`src/hw/rx_core_pkg.sv`:
```
package rx_core_pkg;

    localparam int NADC        = 8;
    localparam int NPI         = 9;
    localparam int NOUT        = 4;
    localparam int NAVG_W      = 4;
    localparam int MAX_SEL_W   = 5;
    localparam int SNAP_AW     = 8;

    // Unfolded ADC sample, two's complement
    typedef logic signed [NADC:0] adc_code_t;

    typedef logic [NPI-1:0] pi_code_t;

    // Receiver configuration, 27 bits
    typedef struct packed {
        logic              en_pfd_cal;
        logic              en_ext_offset;
        logic [NAVG_W-1:0] navg;
        logic [3:0]        ndiv_avg;
        logic [3:0]        ndiv_cdr;
        logic [3:0]        kp_shift;
        logic [3:0]        ki_shift;
        logic              cdr_en;
        logic [3:0]        filler;
    } rx_cfg_t;

    // Settings of one interpolator output
    typedef struct packed {
        pi_code_t             offset;
        logic [MAX_SEL_W-1:0] max_sel;
    } pi_out_cfg_t;

    typedef struct packed {
        pi_out_cfg_t [NOUT-1:0] chan;
    } pi_cfg_t;

    typedef struct packed {
        logic [SNAP_AW-1:0] addr;
    } snap_req_t;

    typedef enum logic [1:0] {
        SNAP_IDLE  = 2'd0,
        SNAP_WRITE = 2'd1,
        SNAP_FULL  = 2'd2
    } snap_state_e;

endpackage

```
`src/hw/adc_unfold_cal.sv`:
```
`timescale 1ns/1ps

module adc_unfold_cal (
    input  logic                         clk_adc_i,
    input  logic                         rst_n_i,
    input  logic                         avg_tick_i,
    input  logic [rx_core_pkg::NADC-1:0] mag_i,
    input  logic                         sign_i,
    input  rx_core_pkg::rx_cfg_t         cfg_i,
    input  rx_core_pkg::adc_code_t       ext_offset_i,
    output rx_core_pkg::adc_code_t       dout_o,
    output rx_core_pkg::adc_code_t       offset_o
);

    import rx_core_pkg::*;

    // Room for 2^15 summed samples
    localparam int CNT_W = 2**NAVG_W;
    localparam int ACC_W = NADC + CNT_W;

    adc_code_t               mag_ext;
    adc_code_t               raw;
    adc_code_t               offset_cal;
    adc_code_t               offset_sel;
    logic signed [ACC_W-1:0] acc;
    logic signed [ACC_W-1:0] acc_sum;
    logic [CNT_W-1:0]        avg_cnt;
    logic [CNT_W-1:0]        avg_last;
    logic                    avg_en;

    assign mag_ext = {1'b0, mag_i};

    // Capture and unfold, sign 1 means positive
    always_ff @(posedge clk_adc_i) begin
        raw <= sign_i ? mag_ext : -mag_ext;
    end

    assign avg_en   = avg_tick_i & cfg_i.en_pfd_cal;
    assign avg_last = (CNT_W'(1) << cfg_i.navg) - 1'b1;
    assign acc_sum  = acc + raw;

    always_ff @(posedge clk_adc_i or negedge rst_n_i) begin
        if (!rst_n_i) begin
            acc        <= '0;
            avg_cnt    <= '0;
            offset_cal <= '0;
        end else if (avg_en) begin
            if (avg_cnt == avg_last) begin
                // Mean of 2^navg samples
                offset_cal <= adc_code_t'(acc_sum >>> cfg_i.navg);
                acc        <= '0;
                avg_cnt    <= '0;
            end else begin
                acc        <= acc_sum;
                avg_cnt    <= avg_cnt + 1'b1;
            end
        end
    end

    assign offset_sel = cfg_i.en_ext_offset ? ext_offset_i : offset_cal;

    always_ff @(posedge clk_adc_i) begin
        dout_o <= raw - offset_sel;
    end

    assign offset_o = offset_cal;

endmodule

```
`src/hw/mm_cdr.sv`:
```
`timescale 1ns/1ps

module mm_cdr #(
    parameter int N_TI = 4
) (
    input  logic                   clk_adc_i,
    input  logic                   rst_n_i,
    input  logic                   tick_i,
    input  rx_core_pkg::adc_code_t din_i [N_TI-1:0],
    input  rx_core_pkg::rx_cfg_t   cfg_i,
    output rx_core_pkg::pi_code_t  pi_code_o
);

    import rx_core_pkg::*;

    localparam int PD_W  = NADC + 3 + $clog2(N_TI);
    localparam int INT_W = PD_W + 8;

    adc_code_t               y_last;
    adc_code_t               y_ext [N_TI:0];
    logic signed [PD_W-1:0]  pd_sum;
    logic signed [PD_W-1:0]  prop;
    logic signed [INT_W-1:0] integ;
    logic signed [INT_W-1:0] integ_nxt;
    pi_code_t                phase;

    // y times the decision +1 or -1
    function automatic logic signed [PD_W-1:0] mul_dec(adc_code_t y, logic dec_neg);
        logic signed [PD_W-1:0] y_w;
        y_w = y;
        return dec_neg ? -y_w : y_w;
    endfunction

    // Previous word's last slice goes in front
    always_comb begin
        y_ext[0] = y_last;
        for (int k = 0; k < N_TI; k++) begin
            y_ext[k+1] = din_i[k];
        end
    end

    always_comb begin
        pd_sum = '0;
        for (int k = 1; k <= N_TI; k++) begin
            pd_sum = pd_sum + mul_dec(y_ext[k-1], y_ext[k][NADC])
                            - mul_dec(y_ext[k], y_ext[k-1][NADC]);
        end
    end

    assign prop      = pd_sum >>> cfg_i.kp_shift;
    assign integ_nxt = integ + (pd_sum >>> cfg_i.ki_shift);

    always_ff @(posedge clk_adc_i or negedge rst_n_i) begin
        if (!rst_n_i) begin
            y_last <= '0;
            integ  <= '0;
            phase  <= '0;
        end else begin
            y_last <= din_i[N_TI-1];
            if (tick_i && cfg_i.cdr_en) begin
                integ <= integ_nxt;
                // Wraps modulo 2^NPI
                phase <= phase + pi_code_t'(integ_nxt) + pi_code_t'(prop);
            end
        end
    end

    assign pi_code_o = phase;

endmodule

```
`src/hw/pi_ctl_scaler.sv`:
```
`timescale 1ns/1ps

module pi_ctl_scaler (
    input  logic                  clk_adc_i,
    input  logic                  rst_n_i,
    input  rx_core_pkg::pi_code_t pi_code_i,
    input  rx_core_pkg::pi_cfg_t  pi_cfg_i,
    output rx_core_pkg::pi_code_t int_pi_ctl_o [rx_core_pkg::NOUT-1:0]
);

    import rx_core_pkg::*;

    pi_code_t         pi_shift [NOUT-1:0];
    logic [NPI-1:0]   scale    [NOUT-1:0];
    logic [2*NPI-1:0] product  [NOUT-1:0];

    always_comb begin
        for (int j = 0; j < NOUT; j++) begin
            pi_shift[j] = pi_code_i + pi_cfg_i.chan[j].offset;
            // Full scale is max_sel x 16
            scale[j]    = NPI'({pi_cfg_i.chan[j].max_sel, 4'b0000});
            product[j]  = pi_shift[j] * scale[j];
        end
    end

    always_ff @(posedge clk_adc_i or negedge rst_n_i) begin
        if (!rst_n_i) begin
            for (int j = 0; j < NOUT; j++) begin
                int_pi_ctl_o[j] <= '0;
            end
        end else begin
            for (int j = 0; j < NOUT; j++) begin
                int_pi_ctl_o[j] <= product[j][2*NPI-1:NPI];
            end
        end
    end

endmodule

```
`src/hw/rx_digital_core.sv`:
```
`timescale 1ns/1ps

module rx_digital_core #(
    parameter int N_TI      = 4,
    parameter int MEM_DEPTH = 64
) (
    input  logic                                   clk_adc_i,
    input  logic                                   rst_n_i,
    input  logic [rx_core_pkg::NADC-1:0]           adc_mag_i [N_TI-1:0],
    input  logic [N_TI-1:0]                        adc_sign_i,
    input  rx_core_pkg::rx_cfg_t                   rx_cfg_i,
    input  rx_core_pkg::pi_cfg_t                   pi_cfg_i,
    input  rx_core_pkg::adc_code_t                 ext_offset_i [N_TI-1:0],
    input  logic                                   dump_start_i,
    input  logic                                   req_valid_i,
    output logic                                   req_ready_o,
    input  rx_core_pkg::snap_req_t                 req_i,
    output logic                                   rsp_valid_o,
    input  logic                                   rsp_ready_i,
    output logic [N_TI*(rx_core_pkg::NADC+1)-1:0]  rsp_data_o,
    output rx_core_pkg::pi_code_t                  pi_code_o,
    output rx_core_pkg::pi_code_t                  int_pi_ctl_o [rx_core_pkg::NOUT-1:0],
    output rx_core_pkg::adc_code_t                 pfd_offset_o [N_TI-1:0],
    output logic                                   snap_done_o
);

    import rx_core_pkg::*;

    logic      avg_tick;
    logic      cdr_tick;
    adc_code_t adc_dout [N_TI-1:0];

    // Enable ticks replace divided clocks
    tick_divider #(.DIV_W(4)) avg_div (
        .clk_adc_i (clk_adc_i),
        .rst_n_i   (rst_n_i),
        .ndiv_i    (rx_cfg_i.ndiv_avg),
        .tick_o    (avg_tick)
    );

    tick_divider #(.DIV_W(4)) cdr_div (
        .clk_adc_i (clk_adc_i),
        .rst_n_i   (rst_n_i),
        .ndiv_i    (rx_cfg_i.ndiv_cdr),
        .tick_o    (cdr_tick)
    );

    genvar k;
    generate
        for (k = 0; k < N_TI; k = k + 1) begin : g_slice
            adc_unfold_cal i_adc_unfold_cal (
                .clk_adc_i    (clk_adc_i),
                .rst_n_i      (rst_n_i),
                .avg_tick_i   (avg_tick),
                .mag_i        (adc_mag_i[k]),
                .sign_i       (adc_sign_i[k]),
                .cfg_i        (rx_cfg_i),
                .ext_offset_i (ext_offset_i[k]),
                .dout_o       (adc_dout[k]),
                .offset_o     (pfd_offset_o[k])
            );
        end
    endgenerate

    mm_cdr #(.N_TI(N_TI)) i_mm_cdr (
        .clk_adc_i (clk_adc_i),
        .rst_n_i   (rst_n_i),
        .tick_i    (cdr_tick),
        .din_i     (adc_dout),
        .cfg_i     (rx_cfg_i),
        .pi_code_o (pi_code_o)
    );

    pi_ctl_scaler i_pi_ctl_scaler (
        .clk_adc_i    (clk_adc_i),
        .rst_n_i      (rst_n_i),
        .pi_code_i    (pi_code_o),
        .pi_cfg_i     (pi_cfg_i),
        .int_pi_ctl_o (int_pi_ctl_o)
    );

    snapshot_memory #(
        .N_TI      (N_TI),
        .MEM_DEPTH (MEM_DEPTH)
    ) i_snapshot_memory (
        .clk_adc_i    (clk_adc_i),
        .rst_n_i      (rst_n_i),
        .din_i        (adc_dout),
        .dump_start_i (dump_start_i),
        .req_valid_i  (req_valid_i),
        .req_ready_o  (req_ready_o),
        .req_i        (req_i),
        .rsp_valid_o  (rsp_valid_o),
        .rsp_ready_i  (rsp_ready_i),
        .rsp_data_o   (rsp_data_o),
        .snap_done_o  (snap_done_o)
    );

endmodule

```
`src/hw/snapshot_memory.sv`:
```
`timescale 1ns/1ps

module snapshot_memory #(
    parameter int N_TI      = 4,
    parameter int MEM_DEPTH = 64
) (
    input  logic                                   clk_adc_i,
    input  logic                                   rst_n_i,
    input  rx_core_pkg::adc_code_t                 din_i [N_TI-1:0],
    input  logic                                   dump_start_i,
    input  logic                                   req_valid_i,
    output logic                                   req_ready_o,
    input  rx_core_pkg::snap_req_t                 req_i,
    output logic                                   rsp_valid_o,
    input  logic                                   rsp_ready_i,
    output logic [N_TI*(rx_core_pkg::NADC+1)-1:0]  rsp_data_o,
    output logic                                   snap_done_o
);

    import rx_core_pkg::*;

    localparam int WORD_W = N_TI * (NADC + 1);
    localparam int AW     = $clog2(MEM_DEPTH);

    typedef struct packed {
        logic [WORD_W-1:0] data;
    } snap_rsp_t;

    snap_state_e       state;
    logic              dump_q;
    logic              dump_rise;
    logic [AW-1:0]     wptr;
    logic [WORD_W-1:0] din_word;
    logic [WORD_W-1:0] mem [MEM_DEPTH-1:0];
    logic              addr_ok;
    logic              req_fire;
    logic              rsp_valid_q;
    snap_rsp_t         rsp_q;

    // Slice 0 in the low bits
    always_comb begin
        for (int k = 0; k < N_TI; k++) begin
            din_word[k*(NADC+1) +: NADC+1] = din_i[k];
        end
    end

    assign dump_rise = dump_start_i & ~dump_q;

    always_ff @(posedge clk_adc_i or negedge rst_n_i) begin
        if (!rst_n_i) begin
            state  <= SNAP_IDLE;
            dump_q <= 1'b0;
            wptr   <= '0;
        end else begin
            dump_q <= dump_start_i;
            case (state)
                SNAP_IDLE: begin
                    if (dump_rise) begin
                        state <= SNAP_WRITE;
                    end
                end
                SNAP_WRITE: begin
                    wptr <= wptr + 1'b1;
                    if (wptr == AW'(MEM_DEPTH - 1)) begin
                        state <= SNAP_FULL;
                    end
                end
                // One shot, only reset rearms
                default: begin
                    state <= SNAP_FULL;
                end
            endcase
        end
    end

    always_ff @(posedge clk_adc_i or negedge rst_n_i) begin
        if (!rst_n_i) begin
            for (int i = 0; i < MEM_DEPTH; i++) begin
                mem[i] <= '0;
            end
        end else if (state == SNAP_WRITE) begin
            mem[wptr] <= din_word;
        end
    end

    // One-entry response slot
    assign req_ready_o = ~rsp_valid_q | rsp_ready_i;
    assign req_fire    = req_valid_i & req_ready_o;
    assign addr_ok     = req_i.addr < MEM_DEPTH;

    always_ff @(posedge clk_adc_i or negedge rst_n_i) begin
        if (!rst_n_i) begin
            rsp_valid_q <= 1'b0;
        end else if (req_fire) begin
            rsp_valid_q <= 1'b1;
        end else if (rsp_ready_i) begin
            rsp_valid_q <= 1'b0;
        end
    end

    always_ff @(posedge clk_adc_i) begin
        if (req_fire) begin
            rsp_q.data <= addr_ok ? mem[req_i.addr[AW-1:0]] : '0;
        end
    end

    assign rsp_valid_o = rsp_valid_q;
    assign rsp_data_o  = rsp_q.data;
    assign snap_done_o = (state == SNAP_FULL);

endmodule

```
`src/hw/tick_divider.sv`:
```
`timescale 1ns/1ps

module tick_divider #(
    parameter int DIV_W = 4
) (
    input  logic             clk_adc_i,
    input  logic             rst_n_i,
    input  logic [DIV_W-1:0] ndiv_i,
    output logic             tick_o
);

    logic [DIV_W-1:0] cnt;
    logic [DIV_W-1:0] cnt_cur;
    logic             armed;

    // First period after reset counts straight from ndiv_i
    assign cnt_cur = armed ? cnt : ndiv_i;

    always_ff @(posedge clk_adc_i or negedge rst_n_i) begin
        if (!rst_n_i) begin
            cnt    <= '0;
            armed  <= 1'b0;
            tick_o <= 1'b0;
        end else begin
            armed <= 1'b1;
            if (cnt_cur == '0) begin
                cnt    <= ndiv_i;
                tick_o <= 1'b1;
            end else begin
                cnt    <= cnt_cur - 1'b1;
                tick_o <= 1'b0;
            end
        end
    end

endmodule

```
`config.mk`:
```
export PLATFORM = sky130hd
export DESIGN_NAME = rx_digital_core
export DESIGN_NICKNAME = d
export VERILOG_FILES = /design/src/hw/rx_core_pkg.sv /design/src/hw/adc_unfold_cal.sv /design/src/hw/mm_cdr.sv /design/src/hw/pi_ctl_scaler.sv /design/src/hw/rx_digital_core.sv /design/src/hw/snapshot_memory.sv /design/src/hw/tick_divider.sv
export SDC_FILE = /design/constraint.sdc
export NUM_CORES = 2
export LEC_CHECK = 0
export CAP_MARGIN = 20
export CORE_UTILIZATION = 50
export CTS_BUF_LIST = sky130_fd_sc_hd__clkbuf_8 sky130_fd_sc_hd__clkbuf_16
export DETAILED_ROUTE_END_ITERATION = 16
export DONT_BUFFER_PORTS = 1
export PLACE_DENSITY = 0.68
export RECOVER_POWER = 50
export SLEW_MARGIN = 20
export SYNTH_ARGS = -nofsm -noshare
export SYNTH_HDL_FRONTEND = slang
export SYNTH_SLANG_ARGS = --single-unit
```
`constraint.sdc`:
```
create_clock -name clk_adc_i -period 10.3 [get_ports clk_adc_i]
set_clock_uncertainty 0.05 [all_clocks]
set_input_delay 2.06 -clock clk_adc_i [delete_from_list [all_inputs] [get_ports clk_adc_i]]
set_output_delay 2.06 -clock clk_adc_i [all_outputs]
set_load 0.03 [all_outputs]
```
* Word-level counts from Yosys, hierarchy flattened
Index checks and enable logic that the tools add are counted.
** Storage, ports and cells
- Flip-flop bits (word level) :: 2704
- Bits in read-only memories :: 0
- Output and inout bits :: 120
- Latch bits :: 0
- Word-level logic and storage cells :: 225
- Memories kept :: 0
- RAM bits :: 0
** Operators by class
- Add/sub/neg operators :: 39
- Multipliers :: 4
- Shift operators :: 7
- Equality and inequality tests :: 9
- Mux-type cells :: 40
- Reduce and logical (&&, ||, !) cells :: 11
- Magnitude comparators :: 4
- Divide/modulo/power cells :: 0
- Bitwise gates (word level) :: 6
** Operator list (count)
- 2304-bit bitwise mux :: 1
- 36-bit binary-select mux with 6-bit select :: 1
- 36-bit demux with 6-bit select :: 1
- 13-bit two-way mux :: 8
- 24-bit by 9-bit adder with 24-bit output :: 4
- 24-bit two-way mux :: 4
- 24-bit by 4-bit >>> shifter with 9-bit output :: 4
- 36-bit two-way mux :: 2
- 9-bit negation with 13-bit output :: 5
- 16-bit by 1-bit adder with 16-bit output, second input constant :: 4
- 16-bit equality test :: 4
- 16-bit two-way mux :: 4
- 9-bit by 5-bit multiplier with 14-bit output :: 4
- 9-bit adder :: 6
- 13-bit subtractor :: 4
- 13-bit adder :: 3
- 9-bit two-way mux :: 4
- 8-bit negation with 9-bit output :: 4
- 9-bit subtractor :: 4
- 8-bit two-way mux :: 4
- 21-bit adder :: 1
- 13-bit by 4-bit >>> shifter with 21-bit output :: 1
- 4-bit two-way mux :: 4
- 1-bit by 4-bit left shift with 16-bit output, first input constant :: 1
- 22 further kinds :: 38

* Longest topological paths before layout
- Depth after elaboration :: 13
- Mapped depth :: 42

* Modules after synthesis
Synthesis repeated with hierarchy kept, for this count alone.
** Unflattened totals
- Cells, all modules :: 11135
- Area total of the unflattened synthesis :: 143789.2 um^2
** Modules (own cells, without submodules)
- snapshot_memory :: times used 1, area an instance 106343.2 um^2, cells an instance 6696, seq. area each 58986.6 um^2
- adc_unfold_cal :: times used 4, area an instance 5783.0 um^2, cells an instance 708, seq. area each 1586.5 um^2
- pi_ctl_scaler :: times used 1, area an instance 7324.5 um^2, cells an instance 826, seq. area each 900.9 um^2
- mm_cdr :: times used 1, area an instance 6266.0 um^2, cells an instance 721, seq. area each 675.6 um^2
- tick_divider :: times used 2, area an instance 361.6 um^2, cells an instance 30, seq. area each 150.1 um^2

* Worst setup path after synthesis
Ideal clock, no wire load.
- Path type :: flip-flop to flip-flop
- From :: register g_slice[0].i_adc_unfold_cal.dout_o[0]
- To :: register i_mm_cdr.phase[8], in the netlist i_mm_cdr.pi_code_o[8]
- Period minus slack after synthesis :: 9.325 ns
- Path slack :: 0.975 ns
- Arrival :: 9.144 ns
- Required time :: 10.119 ns
- Buffers on the path :: 1
- Setup time :: 0.131 ns
- Cell stages (with the launch flop) :: 41
- Cell sequence :: dfxtp_1 -> inv_1 -> clkbuf_1 -> ha_1 -> or3b_2 -> or3_1 -> nand2_1 -> xnor2_1 -> fa_1 -> fa_1 -> fa_1 -> fa_1 -> inv_1 -> ha_1 -> nand3_1 -> o211ai_1 -> o41ai_1 -> mux2i_1 -> [... 5 more ...] -> a21o_1 -> a21oi_1 -> o21bai_1 -> a21oi_1 -> xnor2_1 -> fa_1 -> inv_1 -> ha_1 -> nand2_1 -> o21ai_0 -> o21ai_0 -> nand2b_1 -> a21oi_1 -> xor2_1 -> xnor2_1 -> xnor2_1 -> nand3_1 -> xnor2_1
** Between the ends
- Cells in the longest elaborated chain, start to end :: 13
** Ends and longest elaborated chain
- start, declared :: line adc_unfold_cal.sv:11 : output rx_core_pkg::adc_code_t dout_o,
- start signal, assigned :: line adc_unfold_cal.sv:63 : dout_o <= raw - offset_sel;
- 9-bit negation with 13-bit output :: line mm_cdr.sv:31 : return dec_neg ? -y_w : y_w;
- 13-bit two-way mux :: line mm_cdr.sv:31
- 13-bit subtractor :: line mm_cdr.sv:46 : - mul_dec(y_ext[k], y_ext[k-1][NADC]);
- 13-bit adder (*) :: line mm_cdr.sv:45 : pd_sum = pd_sum + mul_dec(y_ext[k-1], y_ext[k][NADC])
- 13-bit subtractor (*) :: line mm_cdr.sv:46
- 13-bit adder (*) :: line mm_cdr.sv:45
- 13-bit subtractor (*) :: line mm_cdr.sv:46
- 13-bit adder (*) :: line mm_cdr.sv:45
- 13-bit subtractor (*) :: line mm_cdr.sv:46
- 13-bit by 4-bit >>> shifter with 21-bit output :: line mm_cdr.sv:51 : assign integ_nxt = integ + (pd_sum >>> cfg_i.ki_shift);
- 21-bit adder :: line mm_cdr.sv:51
- 9-bit adder :: line mm_cdr.sv:63 : phase <= phase + pi_code_t'(integ_nxt) + pi_code_t'(prop);
- 9-bit adder (*) :: line mm_cdr.sv:63
- end signal, assigned :: line mm_cdr.sv:63
- end, declared :: line mm_cdr.sv:25 : pi_code_t phase;
Every way passes the cells marked *; elsewhere a longest branch is shown, timed or not.
A chain may end at the register's enable or synchronous reset.

* Worst setup path in the final report
- From :: register g_slice[1].i_adc_unfold_cal.dout_o[1]
- To :: register i_mm_cdr.phase[8], in the netlist i_mm_cdr.pi_code_o[8]
** Between the ends
- Cells in the longest elaborated chain, start to end :: 11
** Ends and longest elaborated chain (line)
- start, declared :: adc_unfold_cal.sv:11
- start signal, assigned :: adc_unfold_cal.sv:63
- 9-bit negation with 13-bit output :: mm_cdr.sv:31
- 13-bit two-way mux :: mm_cdr.sv:31
- 13-bit subtractor :: mm_cdr.sv:46
- 13-bit adder (*) :: mm_cdr.sv:45
- 13-bit subtractor (*) :: mm_cdr.sv:46
- 13-bit adder (*) :: mm_cdr.sv:45
- 13-bit subtractor (*) :: mm_cdr.sv:46
- 13-bit by 4-bit >>> shifter with 21-bit output :: mm_cdr.sv:51
- 21-bit adder :: mm_cdr.sv:51
- 9-bit adder :: mm_cdr.sv:63
- 9-bit adder (*) :: mm_cdr.sv:63
Marked as above.

==> reports/results.txt <==
Status = complete, but fails checks
Failing checks = DRC, capacitance limit, slew limit
Initial antenna violation count = 14
Final Max Slew Viols = 3,061
Root buf cell = clkbuf_16
Worst setup margin = 589.8 ps
Arrival @ worst endpoint = 10,410 ps
Longest Clk Path Bufs = 4
Kind of critical path = register to register
Worst-skew pair later-pin latency = 920 ps
FF+latch area = 0.06722 mm²
HPWL Detailed = 239,300 µm
Final hold vios = 0
I/O pins = 288
WL final = 406,100 µm
Row count = 193
Vias per cell = 6.307
Slew @ Worst Pin = 5589 ps
Mapped Cells = 10,430
Pre-CTS setup slack = 210.3 ps
Largest net degree at the start of global routing = 577
CTS sink count = 2,692
Multi-input logic area = 0.06772 mm²
Syn_nets = 11,050
TritonRoute pass-1 iters = 14
Initial Util = 50.25%
Minimum clock period = 9710 ps
Share of layout cells above drive strength 1 = 34.37%
Hold depth = 0
Number of global-route vias before repair = 92,200
Drt wl/cell = 28.99 µm
Gr usage total = 29.32%
DIE AREA = 0.2800 mm²
EDFF count, synth = 36
Nets = 10,680
Cell area after synthesis = 0.1389 mm²
Worst-path clk slew = 60 ps
Max Freq = 103.0 MHz
Synth async-reset ratio = 95.99%
Top_reg_cell synth = dfrtp_1
Initial DRC Count = 7,845
Chip height = 529.1 µm
Antenna-violating nets left = 0
CP max FO = 8
Max_slew headroom = -272.6%
Final period util = 94.27%
Worst reg-to-reg path cell count = 41
First-pass GRT wire length = 611,800 µm
Hold_sp = g_slice[3].i_adc_unfold_cal.dout_o[6]
Distinct cells, synth = 108
Total core area = 0.2765 mm²
Critical path required time = 11,000 ps
Hold endpoint = i_mm_cdr.y_last[6]
Setup tns final = 0 ps
Startpoint type of the worst setup path = register
Port buffer count = 0
RePlAce Congestion = 0.9080
Max-Cap Viols = 81
Hold WC Path Type = register to register
Crit. End Element = register
#FFs+latches synth = 2,692
# H-tree levels = 5
Buf/Inv on CP = 5
CTS tree = yes
CP top delay family = adder cells
Vias post-DR = 88,340
Crit path top cell by count = fa_1
Die X-Extent = 529.1 µm
Fill cell count = 22,150
Setup violators final = 0
Critical Path Max Stage Delay = 580 ps
Ys Warns = 0
GRT overflow = 0
Syn Area/Cell = 13.32 µm²
Layout Utilization = 55.06%
R2R Setup Slk = 590 ps
P&R area growth vs syn = 9.580%
Residual DRC count = 2
RSZ-0062 raised after global routing = no
Worst R2R Start = g_slice[1].i_adc_unfold_cal.dout_o[1]
CP max stage cell = fa_1
Seq/Total Area, Yosys = 48.35%
Fin Hold WS = 370.0 ps
CTS buffer count = 296
Worst r2r dst = i_mm_cdr.pi_code_o[8]
==> worst register-to-register path: cells and delay by family, from the launching register on <==
family,cells,cell delay (ps)
mux,2,790
compound gates,9,1380
simple gates,10,2110
flops,1,330
fa+ha+maj,9,3500
buf+inv,5,400
xor+xnor,6,1000
==> worst max path at each step <==
| stage | slack [ps] | startpoint | endpoint | depth (start not counted) |
|---|---|---|---|---|
| 2_1_floorplan | 970 | g_slice[0].i_adc_unfold_cal.dout_o[0] | i_mm_cdr.pi_code_o[8] | 40 |
| 3_3_place_gp | 210 | g_slice[1].i_adc_unfold_cal.dout_o[1] | i_mm_cdr.pi_code_o[8] | 39 |
| 3_5_place_dp | 210 | g_slice[1].i_adc_unfold_cal.dout_o[1] | i_mm_cdr.pi_code_o[8] | 39 |
| 4_1_cts | 190 | g_slice[1].i_adc_unfold_cal.dout_o[1] | i_mm_cdr.pi_code_o[8] | 39 |
| 5_1_grt | 30 | g_slice[1].i_adc_unfold_cal.dout_o[1] | i_mm_cdr.pi_code_o[8] | 39 |
| 6_report | 590 | g_slice[1].i_adc_unfold_cal.dout_o[1] | i_mm_cdr.pi_code_o[8] | 41 |
==> registers in the layout, summed over array words and instances, names as in the netlist, 4 cells and up <==
name and count:
i_snapshot_memory.mem 2304, g_slice.i_adc_unfold_cal.acc 96, g_slice.i_adc_unfold_cal.avg_cnt 64, g_slice.i_adc_unfold_cal.dout_o 36, g_slice.i_adc_unfold_cal.offset_o 36, g_slice.i_adc_unfold_cal.raw 36
i_pi_ctl_scaler.int_pi_ctl_o 36, i_snapshot_memory.rsp_data_o 36, i_mm_cdr.integ 9, i_mm_cdr.pi_code_o 9, i_mm_cdr.y_last 9, i_snapshot_memory.wptr 6
avg_div.cnt 4, cdr_div.cnt 4
==> repair_timing <==
| item | 4_1_cts | 5_1_grt |
|---|---|---|
| hold buffers | 0 | 0 |
| setup buffers | 0 | 0 |
| endpoints found under the setup margin | 0 | 1 |
| resized for setup | 0 | 13 |
==> metal layers <==
| metal | GRT usage, % | vias up | routed length, µm |
|---|---|---|---|
| li1 | - | 37090 | - |
| met1 | 39.42 | 47020 | 165700 |
| met2 | 47.20 | 3387 | 191300 |
| met3 | 5.211 | 843 | 29970 |
| met4 | 11.79 | 6 | 19110 |
| met5 | 0 | - | 42 |
==> cells in the final DEF (no fill, tap or decap), types with 44 or more instances in the layout <==
master / n
nand3_1: 64
clkbuf_8: 77
o31ai_1: 60
nand2_1: 734
nor2_1: 294
dfxtp_1: 47
a22o_1: 48
fa_1: 173
and2_1: 98
xor2_1: 183
nand2b_1: 44
mux2i_1: 127
nor3_1: 58
mux2_2: 2053
inv_1: 329
ha_1: 280
clkbuf_1: 56
o21ai_0: 469
a211oi_1: 75
dfrtp_1: 2584
mux4_2: 777
a21oi_1: 196
a21o_1: 97
clkbuf_16: 305
xnor2_1: 192
nor2b_1: 72
buf_4: 106
==> cell type report <==
cell class                 count  share of cell area (%)
timing repair buffer         178                  0.9204
inverter                     277                  0.6837
sequential                  2692                   44.15
clock inverter               145                  0.9911
tap                         3705                   3.045
clock buffer                 382                   5.709
multi-input combinational   6615                   44.48
antenna                       13                 0.02137
==> stage by stage <==
stage          area (µm²)  cells
2_1_floorplan      138900  10430
3_3_place_gp       142400  13460
3_5_place_dp       142600  13460
4_1_cts            152800  13990
5_1_grt            152200  14010
6_report           152300  14010
==> cell usage after synthesis, drive strengths merged (10+ instances only) <==
library cell	n	area share (%)
a31oi	21	0.095
mux2i	127	0.91
nand4	26	0.12
a311oi	11	0.069
mux4	778	13
a21oi	203	0.74
xor2	183	1.2
clkbuf	727	2.0
a21boi	10	0.057
nand3	64	0.23
nor2b	72	0.32
and3	36	0.16
a22o	48	0.30
nor3b	11	0.059
o21bai	42	0.23
nor2	312	0.84
a21o	97	0.52
inv	276	0.75
nand2b	45	0.20
a211oi	75	0.41
dfrtp	2584	47
dfxtp	72	1.0
o21ai	476	1.7
or3	28	0.13
fa	173	2.5
nor4	13	0.074
nand3b	15	0.081
nand2	738	2.0
mux2	2062	17
o31ai	62	0.34
nor3	59	0.21
o21a	27	0.15
xnor2	194	1.2
and2	101	0.45
or2	17	0.077
a221oi	12	0.076
buf	118	0.35
a211o	10	0.063
edfxtp	36	0.78
o211ai	29	0.16
ha	281	2.5
==> logic make-up (layout without fill, tap and decap cells) <==
logic type,after synthesis,after routing,share of synthesized area (%)
xor gates and xnor gates,379,379,2.415
DFF,2692,2692,48.35
adders and majority gates,455,455,5.030
muxes,2967,2967,30.25
other,1,14,0.002699
buffers and inverters,1122,982,3.073
AOI/OAI and AO/OA,1238,1238,5.676
and+or+nand+nor,1575,1575,5.202
Power is not shown: default switching activity piles up to over one toggle a cycle in this logic, so the estimate is an artifact.
